==> src/source/dp_config_pkg.sv <==
package dp_config_pkg;

    // lane and stream word geometry
    localparam int DWIDTH     = 16;
    localparam int SIMD_LANES = 4;
    localparam int PHIT_SIZE  = DWIDTH * SIMD_LANES;

    // per-stage register file
    localparam int RF_DEPTH  = 16;
    localparam int RF_ADDR_W = $clog2(RF_DEPTH);

    // stage latencies in clock cycles
    localparam int LAT_ALU   = 2;
    localparam int LAT_UNARY = 1;

    // A0, A1 and C are binary, B is the single unary stage
    localparam int NUM_BIN_STAGES = 3;

    // stream_in to stream_out, counted in sampling edges
    localparam int PIPE_LATENCY = NUM_BIN_STAGES * LAT_ALU + LAT_UNARY;

endpackage

==> src/source/dp_isa_pkg.sv <==
package dp_isa_pkg;

    // binary lane operations, all on signed 16-bit lanes
    typedef enum logic [2:0] {
        ADD = 3'd0,
        SUB = 3'd1,
        MIN = 3'd2,
        MAX = 3'd3,
        // low half of the product
        MUL = 3'd4,
        AND = 3'd5,
        OR  = 3'd6,
        XOR = 3'd7
    } alu_op_e;

    // unary lane operations
    typedef enum logic [1:0] {
        PASS = 2'd0,
        NEG  = 2'd1,
        // abs of 0x8000 stays 0x8000
        ABS  = 2'd2,
        // arithmetic shift right by one
        SHR1 = 2'd3
    } unary_op_e;

    // operand sources of a binary stage
    typedef enum logic [1:0] {
        SRC_STREAM = 2'd0,
        SRC_ITER   = 2'd1,
        SRC_IMM    = 2'd2,
        SRC_RF     = 2'd3
    } src_sel_e;

endpackage

==> src/source/lane_unary.sv <==
`timescale 1ns/100ps

module lane_unary (
    input  logic                            clk,
    input  logic                            i_rst_n,
    input  logic [dp_config_pkg::DWIDTH-1:0] i_a,
    input  dp_isa_pkg::unary_op_e           i_op,
    output logic [dp_config_pkg::DWIDTH-1:0] o_y
);
    import dp_config_pkg::*;
    import dp_isa_pkg::*;

    logic [DWIDTH-1:0] res;
    logic [DWIDTH-1:0] y_q;

    always_comb begin
        case (i_op)
            PASS:    res = i_a;
            // two's complement, wraps for the most negative value
            NEG:     res = -i_a;
            ABS:     res = i_a[DWIDTH-1] ? -i_a : i_a;
            SHR1:    res = $signed(i_a) >>> 1;
            default: res = i_a;
        endcase
    end

    always_ff @(posedge clk) begin
        if (!i_rst_n) begin
            y_q <= '0;
        end else begin
            y_q <= res;
        end
    end

    assign o_y = y_q;

endmodule

==> config.mk <==
export PLATFORM = sky130hd
export DESIGN_NAME = lane_unary
export DESIGN_NICKNAME = d
export VERILOG_FILES = /design/src/source/dp_config_pkg.sv /design/src/source/dp_isa_pkg.sv /design/src/source/lane_unary.sv
export SDC_FILE = /design/constraint.sdc
export NUM_CORES = 1
export LEC_CHECK = 0
export ABC_AREA = 0
export BUFFER_PORTS_ARGS = -buffer_cell sky130_fd_sc_hd__buf_2
export CORE_MARGIN = 4
export CORE_UTILIZATION = 40
export DETAILED_ROUTE_END_ITERATION = 10
export GPL_ROUTABILITY_DRIVEN = 1
export GPL_TIMING_DRIVEN = 0
export PLACE_DENSITY = 0.69
export SLEW_MARGIN = 20
export SYNTH_ARGS = -nofsm -noshare
export SYNTH_HDL_FRONTEND = slang
export SYNTH_SLANG_ARGS = --single-unit
==> constraint.sdc <==
create_clock -name clk -period 3.2 [get_ports clk]
set_clock_uncertainty 0.05 [all_clocks]
set_input_delay 0.64 -clock clk [delete_from_list [all_inputs] [get_ports clk]]
set_output_delay 0.64 -clock clk [all_outputs]
set_load 0.05 [all_outputs]
==> results.cfg <==
[sta]
finalWorstSetupSlack_ps = 466.4
rsz0062_at_grt = no
max_slew.worst_pin.slew_ps = 871.8
setup_viol = 0
slew_violations = 0
slew_headroom_pct = 41.75
timing.fmax_mhz = 365.8
period_minus_slack_ps = 2734
hold_viol_final = 0
setup_tns_ps = 0
fin_crit_sh_pct = 85.42

[drt]
wirelength_mm = 3.313
initialDrtViolationCount = 55
viasPerCell = 6.101
drcViolationCount = 0
dr.pass1.iters = 4
drtAntennaViolNets = 0
vias = 1324
avgRoutedWirePerCell_um = 15.27

[worst_setup_path]
worstPathRequired_ps = 3330
worstSetupPathType = in2reg
crit_path_max_fanout = 7
worstSetupEndpointType = register
start_kind = primary input
crit_end = o_y[15]
arrival_ps = 2870
startpoint = i_a[0]

[min_path]
hold_path_class = in2reg

[synth]
synth-edff-count = 0
netlist_area_mm2 = 0.001212
syn-mean-instance-area_um2 = 8.083
synth_seq_cells = 16
syn_inst = 150
synth_nets = 172
synth-async-reset-ratio_pct = 0
ys_seq_area_share_pct = 26.42
synth_warnings = 0
synth-main-ff-cell = dfxtp_1
synth_cell_types = 50

[layout]
nNetsFinal = 210
largest_register_ffs = 16
final-seq-area_um2 = 320.3
fillers = 278
drive_gt1_share_pct = 24.19
synthToLayoutAreaGrowth_pct = 18.68
multi_input_area_um2 = 810.8
n_antenna_cell = 0

[clock_network]
cts-resized-gates = 0
cts_tree = yes
numCtsBuffers = 3
post_cts_buffers = 0
clkTransAtPathRegs_ps = 90
h-tree-depth = 1
cts_buffer_depth = 2
cts_hold_buf = 0
root_buffer = clkbuf_4
cts_sinks = 16

[grt]
grt_pass1_vias = 1248
grt_max_degree = 11
grt_usage_pct = 17.33
antenna_found_initial = 0
overflow = 0
grt_first_pass_wirelength_mm = 5.623

[die]
die_w_um = 63.06
die-area_mm2 = 0.003976
die_height_um = 63.06
start_util_pct = 42.86
rows = 19
io_pins = 36
coreArea_mm2 = 0.002829

[power_and_ir_drop]
power.switching_w = 0.0002026
p_per_area_mw_per_mm2 = 364.6
power_leakage_nw = 0.6037
pwr-share-seq_pct = 41.7
clock_power_share_pct = 20.1
internal_power_w = 0.0003220
ir_drop_mv = 0.1152
swShare_pct = 38.62
power_frac_comb_pct = 38.2

[status]
outcome = complete, no violations

[flow_run]
max_cap_violations = 0

[placement]
numPortBuffers = 33
dp_slack_ps = 208.3
place.detailed.hpwl_mm = 2.542
place.gp.congestion = 0.8942
-- worst max-delay path, stage by stage --
cell,delay (ps)
buf_2,130
or4_1,510
clkbuf_2,180
nor4_1,440
nor3b_1,260
ha_1,260
nor2_1,100
nor3_1,50
a211oi_1,290
-- kinds of logic (layout without fill, tap and decap cells) --
group	after synthesis	in the layout	synth area share [%]
simple gates	51	51	22.91
compound gates	49	49	30.75
buf+inv	19	55	6.707
flops	16	16	26.42
xor+xnor	9	9	6.502
mux	4	4	4.644
fa+ha+maj	2	2	2.064
-- synthesized netlist by cell type, types with 2 or more instances --
cell type / instances / area share, %
nor2b_1: 2 / 1.0
a32oi_1: 2 / 1.4
xnor2_1: 7 / 5.1
ha_1: 2 / 2.1
nor3b_1: 2 / 1.2
o22ai_1: 2 / 1.0
a22oi_1: 4 / 2.5
and2_1: 2 / 1.0
nor4_1: 4 / 2.1
o31ai_1: 2 / 1.2
nand2_1: 12 / 3.7
a41o_1: 3 / 2.5
nor3_1: 5 / 2.1
xor2_1: 2 / 1.4
or3b_2: 2 / 1.4
nand2b_1: 2 / 1.0
o2bb2ai_1: 5 / 3.6
nor2_1: 10 / 3.1
or4_1: 4 / 2.5
mux2i_1: 3 / 2.5
dfxtp_1: 16 / 26
o21ai_0: 6 / 2.5
a21oi_1: 7 / 2.9
inv_1: 5 / 1.5
a211oi_1: 2 / 1.2
clkbuf_1: 10 / 3.1
and3_1: 2 / 1.0
a221oi_1: 3 / 2.2
-- final cells by class --
class                           count  area share (%)
Multi-Input combinational cell    115           56.35
Sequential cell                    16           22.26
Timing Repair Buffer               33           11.48
Buffer                             13           4.087
Tap cell                           31           2.696
Clock buffer                        3           1.565
Inverter                            6           1.565
-- per-layer routing --
metal	share of wire [%]	routed length (um)	global-route usage [%]	vias to the layer above
met5	0	0	0	-
met4	2.2	72	8.264	0
met3	4.3	142	2.131	6
met2	47	1573	28.59	44
met1	46	1524	22.26	624
li1	-	-	-	650
-- worst min path at each step --
| stage | to | cells past startpoint | slack, ps | from |
|---|---|---|---|---|
| floorplan | o_y[0] | 2 | 730 | i_a[1] |
| global placement | o_y[1] | 2 | 910 | i_rst_n |
| detailed placement | o_y[1] | 2 | 900 | i_rst_n |
| CTS | o_y[1] | 2 | 600 | i_rst_n |
| global route | o_y[1] | 2 | 590 | i_rst_n |
| finish | o_y[1] | 2 | 600 | i_rst_n |
-- through the flow --
step                util [%]  power [W]  hold slack (ps)  area (um^2)  instances
floorplan                  -  0.0003657            726.0         1212        150
global placement       50.07  0.0004187            909.6         1416        214
detailed placement     50.07  0.0004223            903.8         1416        214
CTS                    50.86  0.0005261            599.0         1439        217
global route           50.86  0.0005599            588.3         1439        217
finish                 50.86  0.0005246            596.4         1439        217
-- cell usage in the layout (no fill, tap or decap), types with 3 or more instances in the layout --
| cell | instances |
|---|---|
| inv_1 | 5 |
| xnor2_1 | 7 |
| clkbuf_4 | 3 |
| or4_1 | 4 |
| nor2_1 | 10 |
| a41o_1 | 3 |
| a221oi_1 | 3 |
| nor3_1 | 5 |
| o2bb2ai_1 | 5 |
| o21ai_0 | 6 |
| dfxtp_1 | 16 |
| clkbuf_1 | 10 |
| nand2_1 | 12 |
| buf_2 | 34 |
| nor4_1 | 4 |
| mux2i_1 | 3 |
| a21oi_1 | 7 |
| a22oi_1 | 4 |
-- power by group through the flow --
| stage | combinational, W | sequential (W) | clock [W] |
|---|---|---|---|
| after floorplan | 0.0000806 | 0.000285 | 0 |
| after global placement | 0.000196 | 0.000223 | 0 |
| after detailed placement | 0.000199 | 0.000224 | 0 |
| after CTS | 0.000199 | 0.000219 | 0.000108 |
| after global routing | 0.000217 | 0.000221 | 0.000122 |
| final | 0.000200 | 0.000219 | 0.000106 |
Note: power is estimated with default switching activity, not from simulation.
