===== config.mk =====
export PLATFORM = sky130hd
export DESIGN_NAME = binary_stage
export DESIGN_NICKNAME = d
export VERILOG_FILES = /design/src/source/dp_config_pkg.sv /design/src/source/dp_isa_pkg.sv /design/src/source/lane_alu.sv /design/src/source/reg_file.sv /design/src/source/binary_stage.sv
export SDC_FILE = /design/constraint.sdc
export NUM_CORES = 2
export LEC_CHECK = 0
export ABC_AREA = 1
export BUFFER_PORTS_ARGS = -buffer_cell sky130_fd_sc_hd__buf_2
export CAP_MARGIN = 15
export CORE_ASPECT_RATIO = 0.75
export CORE_MARGIN = 1
export CORE_UTILIZATION = 48
export DETAILED_ROUTE_END_ITERATION = 12
export GPL_TIMING_DRIVEN = 0
export MAX_ROUTING_LAYER = met4
export PLACE_DENSITY = 0.62
export SKIP_CTS_REPAIR_TIMING = 1
export SLEW_MARGIN = 20
export SYNTH_ARGS = -nofsm -noshare
export SYNTH_HDL_FRONTEND = slang
export SYNTH_SLANG_ARGS = --single-unit

===== constraint.sdc =====
create_clock -name clk -period 12.6 [get_ports clk]
set_input_delay 2.52 -clock clk [delete_from_list [all_inputs] [get_ports clk]]
set_output_delay 2.52 -clock clk [all_outputs]
set_load 0.005 [all_outputs]

===== src/source/dp_config_pkg.sv =====
package dp_config_pkg;

    // lane and stream word geometry
    localparam int DWIDTH     = 16;
    localparam int SIMD_LANES = 4;
    localparam int PHIT_SIZE  = DWIDTH * SIMD_LANES;

    // per-stage register file
    localparam int RF_DEPTH  = 16;
    localparam int RF_ADDR_W = $clog2(RF_DEPTH);

    // stage latencies in clock cycles
    localparam int LAT_ALU   = 2;
    localparam int LAT_UNARY = 1;

    // A0, A1 and C are binary, B is the single unary stage
    localparam int NUM_BIN_STAGES = 3;

    // stream_in to stream_out, counted in sampling edges
    localparam int PIPE_LATENCY = NUM_BIN_STAGES * LAT_ALU + LAT_UNARY;

endpackage


===== src/source/dp_isa_pkg.sv =====
package dp_isa_pkg;

    // binary lane operations, all on signed 16-bit lanes
    typedef enum logic [2:0] {
        ADD = 3'd0,
        SUB = 3'd1,
        MIN = 3'd2,
        MAX = 3'd3,
        // low half of the product
        MUL = 3'd4,
        AND = 3'd5,
        OR  = 3'd6,
        XOR = 3'd7
    } alu_op_e;

    // unary lane operations
    typedef enum logic [1:0] {
        PASS = 2'd0,
        NEG  = 2'd1,
        // abs of 0x8000 stays 0x8000
        ABS  = 2'd2,
        // arithmetic shift right by one
        SHR1 = 2'd3
    } unary_op_e;

    // operand sources of a binary stage
    typedef enum logic [1:0] {
        SRC_STREAM = 2'd0,
        SRC_ITER   = 2'd1,
        SRC_IMM    = 2'd2,
        SRC_RF     = 2'd3
    } src_sel_e;

endpackage


===== src/source/lane_alu.sv =====
`timescale 1ns/100ps

module lane_alu (
    input  logic                            clk,
    input  logic                            i_rst_n,
    input  logic [dp_config_pkg::DWIDTH-1:0] i_a,
    input  logic [dp_config_pkg::DWIDTH-1:0] i_b,
    input  dp_isa_pkg::alu_op_e             i_op,
    output logic [dp_config_pkg::DWIDTH-1:0] o_y
);
    import dp_config_pkg::*;
    import dp_isa_pkg::*;

    logic [DWIDTH-1:0] a_q;
    logic [DWIDTH-1:0] b_q;
    alu_op_e           op_q;
    logic [DWIDTH-1:0] res;
    logic [DWIDTH-1:0] y_q;

    // first register: operands and opcode
    always_ff @(posedge clk) begin
        if (!i_rst_n) begin
            a_q  <= '0;
            b_q  <= '0;
            op_q <= ADD;
        end else begin
            a_q  <= i_a;
            b_q  <= i_b;
            op_q <= i_op;
        end
    end

    // the multiplier gets a full cycle between the two registers
    always_comb begin
        case (op_q)
            ADD:     res = a_q + b_q;
            SUB:     res = a_q - b_q;
            MIN:     res = ($signed(a_q) < $signed(b_q)) ? a_q : b_q;
            MAX:     res = ($signed(a_q) > $signed(b_q)) ? a_q : b_q;
            MUL:     res = a_q * b_q;
            AND:     res = a_q & b_q;
            OR:      res = a_q | b_q;
            XOR:     res = a_q ^ b_q;
            default: res = '0;
        endcase
    end

    // second register: result
    always_ff @(posedge clk) begin
        if (!i_rst_n) begin
            y_q <= '0;
        end else begin
            y_q <= res;
        end
    end

    assign o_y = y_q;

endmodule


===== src/source/reg_file.sv =====
`timescale 1ns/100ps

module reg_file (
    input  logic                               clk,
    input  logic                               i_wen,
    input  logic [dp_config_pkg::RF_ADDR_W-1:0] i_wr_addr,
    input  logic [dp_config_pkg::PHIT_SIZE-1:0] i_wr_data,
    input  logic [dp_config_pkg::RF_ADDR_W-1:0] i_rd_addr,
    output logic [dp_config_pkg::PHIT_SIZE-1:0] o_rd_data
);
    import dp_config_pkg::*;

    // one full phit per entry
    logic [PHIT_SIZE-1:0] mem [RF_DEPTH];

    always_ff @(posedge clk) begin
        if (i_wen) begin
            mem[i_wr_addr] <= i_wr_data;
        end
    end

    // read is combinational so the operand is ready in the sampling cycle
    assign o_rd_data = mem[i_rd_addr];

endmodule


===== src/source/binary_stage.sv =====
`timescale 1ns/100ps

module binary_stage (
    input  logic                               clk,
    input  logic                               i_rst_n,
    input  logic [dp_config_pkg::PHIT_SIZE-1:0] i_stream,
    input  logic [dp_config_pkg::DWIDTH-1:0]    i_iter,
    input  logic [dp_config_pkg::DWIDTH-1:0]    i_imm,
    input  dp_isa_pkg::src_sel_e               i_src_a,
    input  dp_isa_pkg::src_sel_e               i_src_b,
    input  dp_isa_pkg::alu_op_e                i_op,
    input  logic                               i_rf_wen,
    input  logic                               i_rf_iter_addr,
    input  logic [dp_config_pkg::RF_ADDR_W-1:0] i_rf_rd_addr,
    input  logic [dp_config_pkg::RF_ADDR_W-1:0] i_rf_wr_addr,
    input  logic                               i_load_en,
    input  logic [dp_config_pkg::PHIT_SIZE-1:0] i_load_data,
    output logic [dp_config_pkg::PHIT_SIZE-1:0] o_stream
);
    import dp_config_pkg::*;
    import dp_isa_pkg::*;

    logic [PHIT_SIZE-1:0] iter_phit;
    logic [PHIT_SIZE-1:0] imm_phit;
    logic [PHIT_SIZE-1:0] rf_phit;
    logic [PHIT_SIZE-1:0] opnd_a;
    logic [PHIT_SIZE-1:0] opnd_b;
    logic [PHIT_SIZE-1:0] stage_out;
    logic [RF_ADDR_W-1:0] rf_rd_addr;
    logic [PHIT_SIZE-1:0] rf_wr_data;

    // four-way operand source mux, one phit wide
    function automatic logic [PHIT_SIZE-1:0] pick_src(
        input src_sel_e             sel,
        input logic [PHIT_SIZE-1:0] stream,
        input logic [PHIT_SIZE-1:0] iter,
        input logic [PHIT_SIZE-1:0] imm,
        input logic [PHIT_SIZE-1:0] rf
    );
        logic [PHIT_SIZE-1:0] val;
        case (sel)
            SRC_STREAM: val = stream;
            SRC_ITER:   val = iter;
            SRC_IMM:    val = imm;
            SRC_RF:     val = rf;
            default:    val = stream;
        endcase
        return val;
    endfunction

    // broadcast values are the same in every lane
    assign iter_phit = {SIMD_LANES{i_iter}};
    assign imm_phit  = {SIMD_LANES{i_imm}};

    assign opnd_a = pick_src(i_src_a, i_stream, iter_phit, imm_phit, rf_phit);
    assign opnd_b = pick_src(i_src_b, i_stream, iter_phit, imm_phit, rf_phit);

    for (genvar l = 0; l < SIMD_LANES; l++) begin : g_lane
        lane_alu u_alu (
            .clk     (clk),
            .i_rst_n (i_rst_n),
            .i_a     (opnd_a[l*DWIDTH +: DWIDTH]),
            .i_b     (opnd_b[l*DWIDTH +: DWIDTH]),
            .i_op    (i_op),
            .o_y     (stage_out[l*DWIDTH +: DWIDTH])
        );
    end

    // iteration-indexed read lets i_iter walk the table
    assign rf_rd_addr = i_rf_iter_addr ? i_iter[RF_ADDR_W-1:0] : i_rf_rd_addr;

    // host load wins over capture of the stage result
    assign rf_wr_data = i_load_en ? i_load_data : stage_out;

    reg_file u_rf (
        .clk       (clk),
        .i_wen     (i_rf_wen),
        .i_wr_addr (i_rf_wr_addr),
        .i_wr_data (rf_wr_data),
        .i_rd_addr (rf_rd_addr),
        .o_rd_data (rf_phit)
    );

    assign o_stream = stage_out;

endmodule


==> impl_metrics.ini <==
[status]
run_status = finished clean

[synth]
synthesized_netlist_cell_count = 8664
yosys-top-cells-count = 1,497 x sky130_fd_sc_hd__nand2_1, 1,389 x sky130_fd_sc_hd__inv_1, 1,024 x sky130_fd_sc_hd__edfxtp_1
synth_mux_area_frac = 0.00925
synth.top_cells.by_area = sky130_fd_sc_hd__edfxtp_1 39%, sky130_fd_sc_hd__fa_1 8.4%, sky130_fd_sc_hd__nand2_1 7.2%
synth_nets = 9560
synth_xor_area_frac = 0.00539
ys.flop_type = sky130_fd_sc_hd__edfxtp_1
synth_largest_type_area_fraction = 0.395
post-synth-top-count-cell = sky130_fd_sc_hd__nand2_1
avgSynthCellArea_um2 = 9.00
syn-cell-area_um2 = 77900
post_synthesis_cell_type_with_the_largest_combined_area = sky130_fd_sc_hd__edfxtp_1
asyncSetResetFlopFracSynth = 0
count_of_distinct_cell_types_in_the_synthesized_netlist = 66
yosys_register_bits = 1219
yosysWarnings = 0
synth-compound-area-share = 0.167
synth_top_family_by_area = compound AO/OA/AOI/OAI gates
synth_seq_area_share = 0.445
post_synth_edffs = 1024
synth_fa_ha_area_frac = 0.147
basic_gate_share_of_the_synthesized_area_counting_and_or_nand_and_nor_cells = 0.128

[global_routing]
first_pass_grt_wire_length_um = 520000
number_of_global_route_vias_before_repair = 65100
gr-usage-all-layers = 0.475
grt_start_max_net_pins = 21
grt_antenna_before_repair = 47
grt_remaining_overflow = 0

[run]
drv.max_cap_violation_count = 0

[power]
power.ir.vdd_worst_uv = 137
power.clock.fraction = 0.314
power_frac_comb = 0.288
powerDensity_nw_per_um2 = 136
p_int_mw = 7.44
power_switching_share = 0.375
p_leak_nw = 37.7
power.net_switching_mw = 4.46
share_of_power_burned_in_registers = 0.398

[routing]
wl_cell_um = 33.9
detail_route.iter0.violations = 13200
vias = 72200
drt_first_pass_iters = 8
antenna_violating_nets_post_route = 0
remaining_drc_errors = 0
post_drt_via_cell_ratio = 6.35
wirelength_um = 386000

[finish]
layout-drive-gt1-share = 0.0999
final_design_utilization = 0.546
final_cell_area_um2 = 87600
area_growth_pct = 12.4
design.final.nets = 9987
final.fill_count = 14500

[clock_tree]
worst_setup_hold_path_clk_slew_ns = 0.08
clkSinkCount = 1219
clockRootBuffer = sky130_fd_sc_hd__clkbuf_16
clkLatencyLatePin_ns = 0.82
cts_tree = done
cts-htree-levels = 3
cts_inserted_buffers = 119
clk_path_buf_depth = 3

[sta]
slew_headroom = 0.0721
final.period_utilization = 0.612
least_margin_pin_slew_ns = 1.39
final-hold-violation-count = 0
max_freq_mhz = 130
setup_total_negative_slack_ns = 0
fin_skew_ns = 0.0722
rsz0062_at_grt = no
fin_worst_hold_slack_ns = 0.771
finalCriticalPeriod_ns = 7.72
setup_viol_count_final = 0
timing.final.max_slew_violations = 0

[placed_design]
routabilityCongestion = 1.13
placed_area_um2 = 83500
place.port_buffers = 241
place_hpwl_um = 302000

[setup_path]
critPathCaptureType = flip-flop
startpoint_type = flip-flop
path_max_fanout = 10
crit_type = reg2reg
cp.required_ns = 13.16
worstPathArrival_ns = 8.28

[floorplanning]
floorplan.io_pins = 244
fp.dieArea_um2 = 164000
die_h_um = 351
std_cell_rows = 127
die_boundary_width_um = 467
floorplan.initialDensity = 0.486
floorplan.core_area_um2 = 160000

[hold_path]
type_of_the_worst_min_delay_path = reg2reg
-- flip-flops by register name, summed over array words and instances (netlist names) --
register / count
g_lane.u_alu.b_q: 64
g_lane.u_alu.o_y: 64
g_lane.u_alu.a_q: 64
u_rf.mem: 1024
g_lane.u_alu.op_q: 3
-- cell usage in the layout, fill, tap and decap left out, types with 17 or more instances in the layout --
master and n:
sky130_fd_sc_hd__nand2_1 1497, sky130_fd_sc_hd__inv_1 1389, sky130_fd_sc_hd__edfxtp_1 1024, sky130_fd_sc_hd__a21oi_1 841
sky130_fd_sc_hd__o21ai_0 764, sky130_fd_sc_hd__ha_1 388, sky130_fd_sc_hd__buf_2 343, sky130_fd_sc_hd__nor2_1 342
sky130_fd_sc_hd__fa_1 328, sky130_fd_sc_hd__nand3_1 318, sky130_fd_sc_hd__clkbuf_1 315, sky130_fd_sc_hd__dfxtp_1 195
sky130_fd_sc_hd__o211ai_1 176, sky130_fd_sc_hd__clkbuf_16 119, sky130_fd_sc_hd__o21ai_1 115, sky130_fd_sc_hd__nor3_1 93
sky130_fd_sc_hd__clkbuf_2 67, sky130_fd_sc_hd__o221ai_1 67, sky130_fd_sc_hd__mux2_2 64, sky130_fd_sc_hd__nand4_1 54
sky130_fd_sc_hd__o22ai_1 53, sky130_fd_sc_hd__diode_2 42, sky130_fd_sc_hd__o32ai_1 41, sky130_fd_sc_hd__xor2_1 39
sky130_fd_sc_hd__buf_12 36, sky130_fd_sc_hd__a31oi_1 35, sky130_fd_sc_hd__inv_2 31, sky130_fd_sc_hd__clkinv_2 29
sky130_fd_sc_hd__buf_16 28, sky130_fd_sc_hd__buf_6 25, sky130_fd_sc_hd__a221oi_2 22, sky130_fd_sc_hd__o21bai_1 22
sky130_fd_sc_hd__a211oi_1 19, sky130_fd_sc_hd__nand3b_1 18, sky130_fd_sc_hd__buf_4 18, sky130_fd_sc_hd__a221oi_1 18
sky130_fd_sc_hd__nor2_4 17, sky130_fd_sc_hd__nand2_2 17, sky130_fd_sc_hd__clkinv_1 17
-- through the flow --
| stage | total power [mW] | worst slack [ns] | std cells |
|---|---|---|---|
| finish | 11.9 | 4.88 | 11400 |
| global route | 12.2 | 4.63 | 11400 |
| CTS | 11.7 | 5.23 | 11300 |
| detailed placement | 8.03 | 5.22 | 11100 |
| global placement | 8.00 | 2.76 | 11000 |
| floorplan | 6.54 | 6.70 | 8664 |
-- path summary, 6_finish.rpt --
kind	cells past startpoint	from	slack (ns)	to
hold reg to reg	2	g_lane[0].u_alu.a_q[1]$_SDFF_PN0_	0.77	g_lane[0].u_alu.o_y[1]$_SDFF_PN0_
setup / recovery	25	g_lane[1].u_alu.b_q[1]$_SDFF_PN0_	4.88	g_lane[1].u_alu.o_y[11]$_SDFF_PN0_
hold / removal	2	g_lane[0].u_alu.a_q[1]$_SDFF_PN0_	0.77	g_lane[0].u_alu.o_y[1]$_SDFF_PN0_
setup reg to reg	25	g_lane[1].u_alu.b_q[1]$_SDFF_PN0_	4.88	g_lane[1].u_alu.o_y[11]$_SDFF_PN0_
-- cell families after synthesis --
group | after synthesis
buf+inv | 1941
xor+xnor | 48
simple gates | 2408
compound gates | 2268
fa+ha+maj | 716
mux | 64
flops | 1219
-- power by group through the flow --
stage / clock, mW / sequential, mW / combinational (mW)
2_1_floorplan: 0 / 4.70 / 1.84
6_report: 3.74 / 4.73 / 3.42
3_5_place_dp: 0 / 4.81 / 3.23
3_3_place_gp: 0 / 4.82 / 3.18
4_1_cts: 3.70 / 4.72 / 3.25
5_1_grt: 3.84 / 4.73 / 3.59
-- area by class of cell --
type                    count  area [um2]  share of cell area
well taps                2128        2660              0.0304
clock inverters            78         843             0.00962
inverters                1425        5350              0.0611
flip-flops and latches   1219       34700               0.396
repair buffers            306        2710              0.0310
clock buffers             149        3140              0.0359
plain buffers             516        2400              0.0274
multi-input cells        5504       35700               0.408
diodes                     42         105             0.00120
-- layer usage --
layer  vias up  routed length [um]  part of all wire  GRT usage
met1     35100              152000              0.39      0.652
li1      30100                   -                 -          -
met2      6025              147000              0.38      0.603
met4         0               25300             0.066      0.256
met3       938               61300              0.16      0.167
met5         -                   0                 0          -
-- worst max-delay path, cell delays in order, from the launching register on --
cell and delay (ns):
sky130_fd_sc_hd__dfxtp_1 0.39, sky130_fd_sc_hd__clkbuf_1 0.59, sky130_fd_sc_hd__clkbuf_1 0.63, sky130_fd_sc_hd__nand2_1 0.18, sky130_fd_sc_hd__fa_1 0.54, sky130_fd_sc_hd__fa_1 0.51, sky130_fd_sc_hd__fa_1 0.51, sky130_fd_sc_hd__inv_1 0.04
sky130_fd_sc_hd__ha_1 0.31, sky130_fd_sc_hd__fa_1 0.50, sky130_fd_sc_hd__inv_1 0.07, sky130_fd_sc_hd__fa_1 0.49, sky130_fd_sc_hd__inv_1 0.05, sky130_fd_sc_hd__ha_1 0.31, sky130_fd_sc_hd__inv_1 0.11, sky130_fd_sc_hd__o21ai_0 0.13
sky130_fd_sc_hd__o21bai_1 0.19, sky130_fd_sc_hd__a21oi_1 0.17, sky130_fd_sc_hd__nor2_1 0.06, sky130_fd_sc_hd__nor2_1 0.08, sky130_fd_sc_hd__nand2_1 0.27, sky130_fd_sc_hd__nand2_1 0.24, sky130_fd_sc_hd__nor2_1 0.06, sky130_fd_sc_hd__nand4_1 0.09
sky130_fd_sc_hd__nor2_1 0.08, sky130_fd_sc_hd__nor2_1 0.92
No activity file was read; power rests on OpenSTA's default activity.
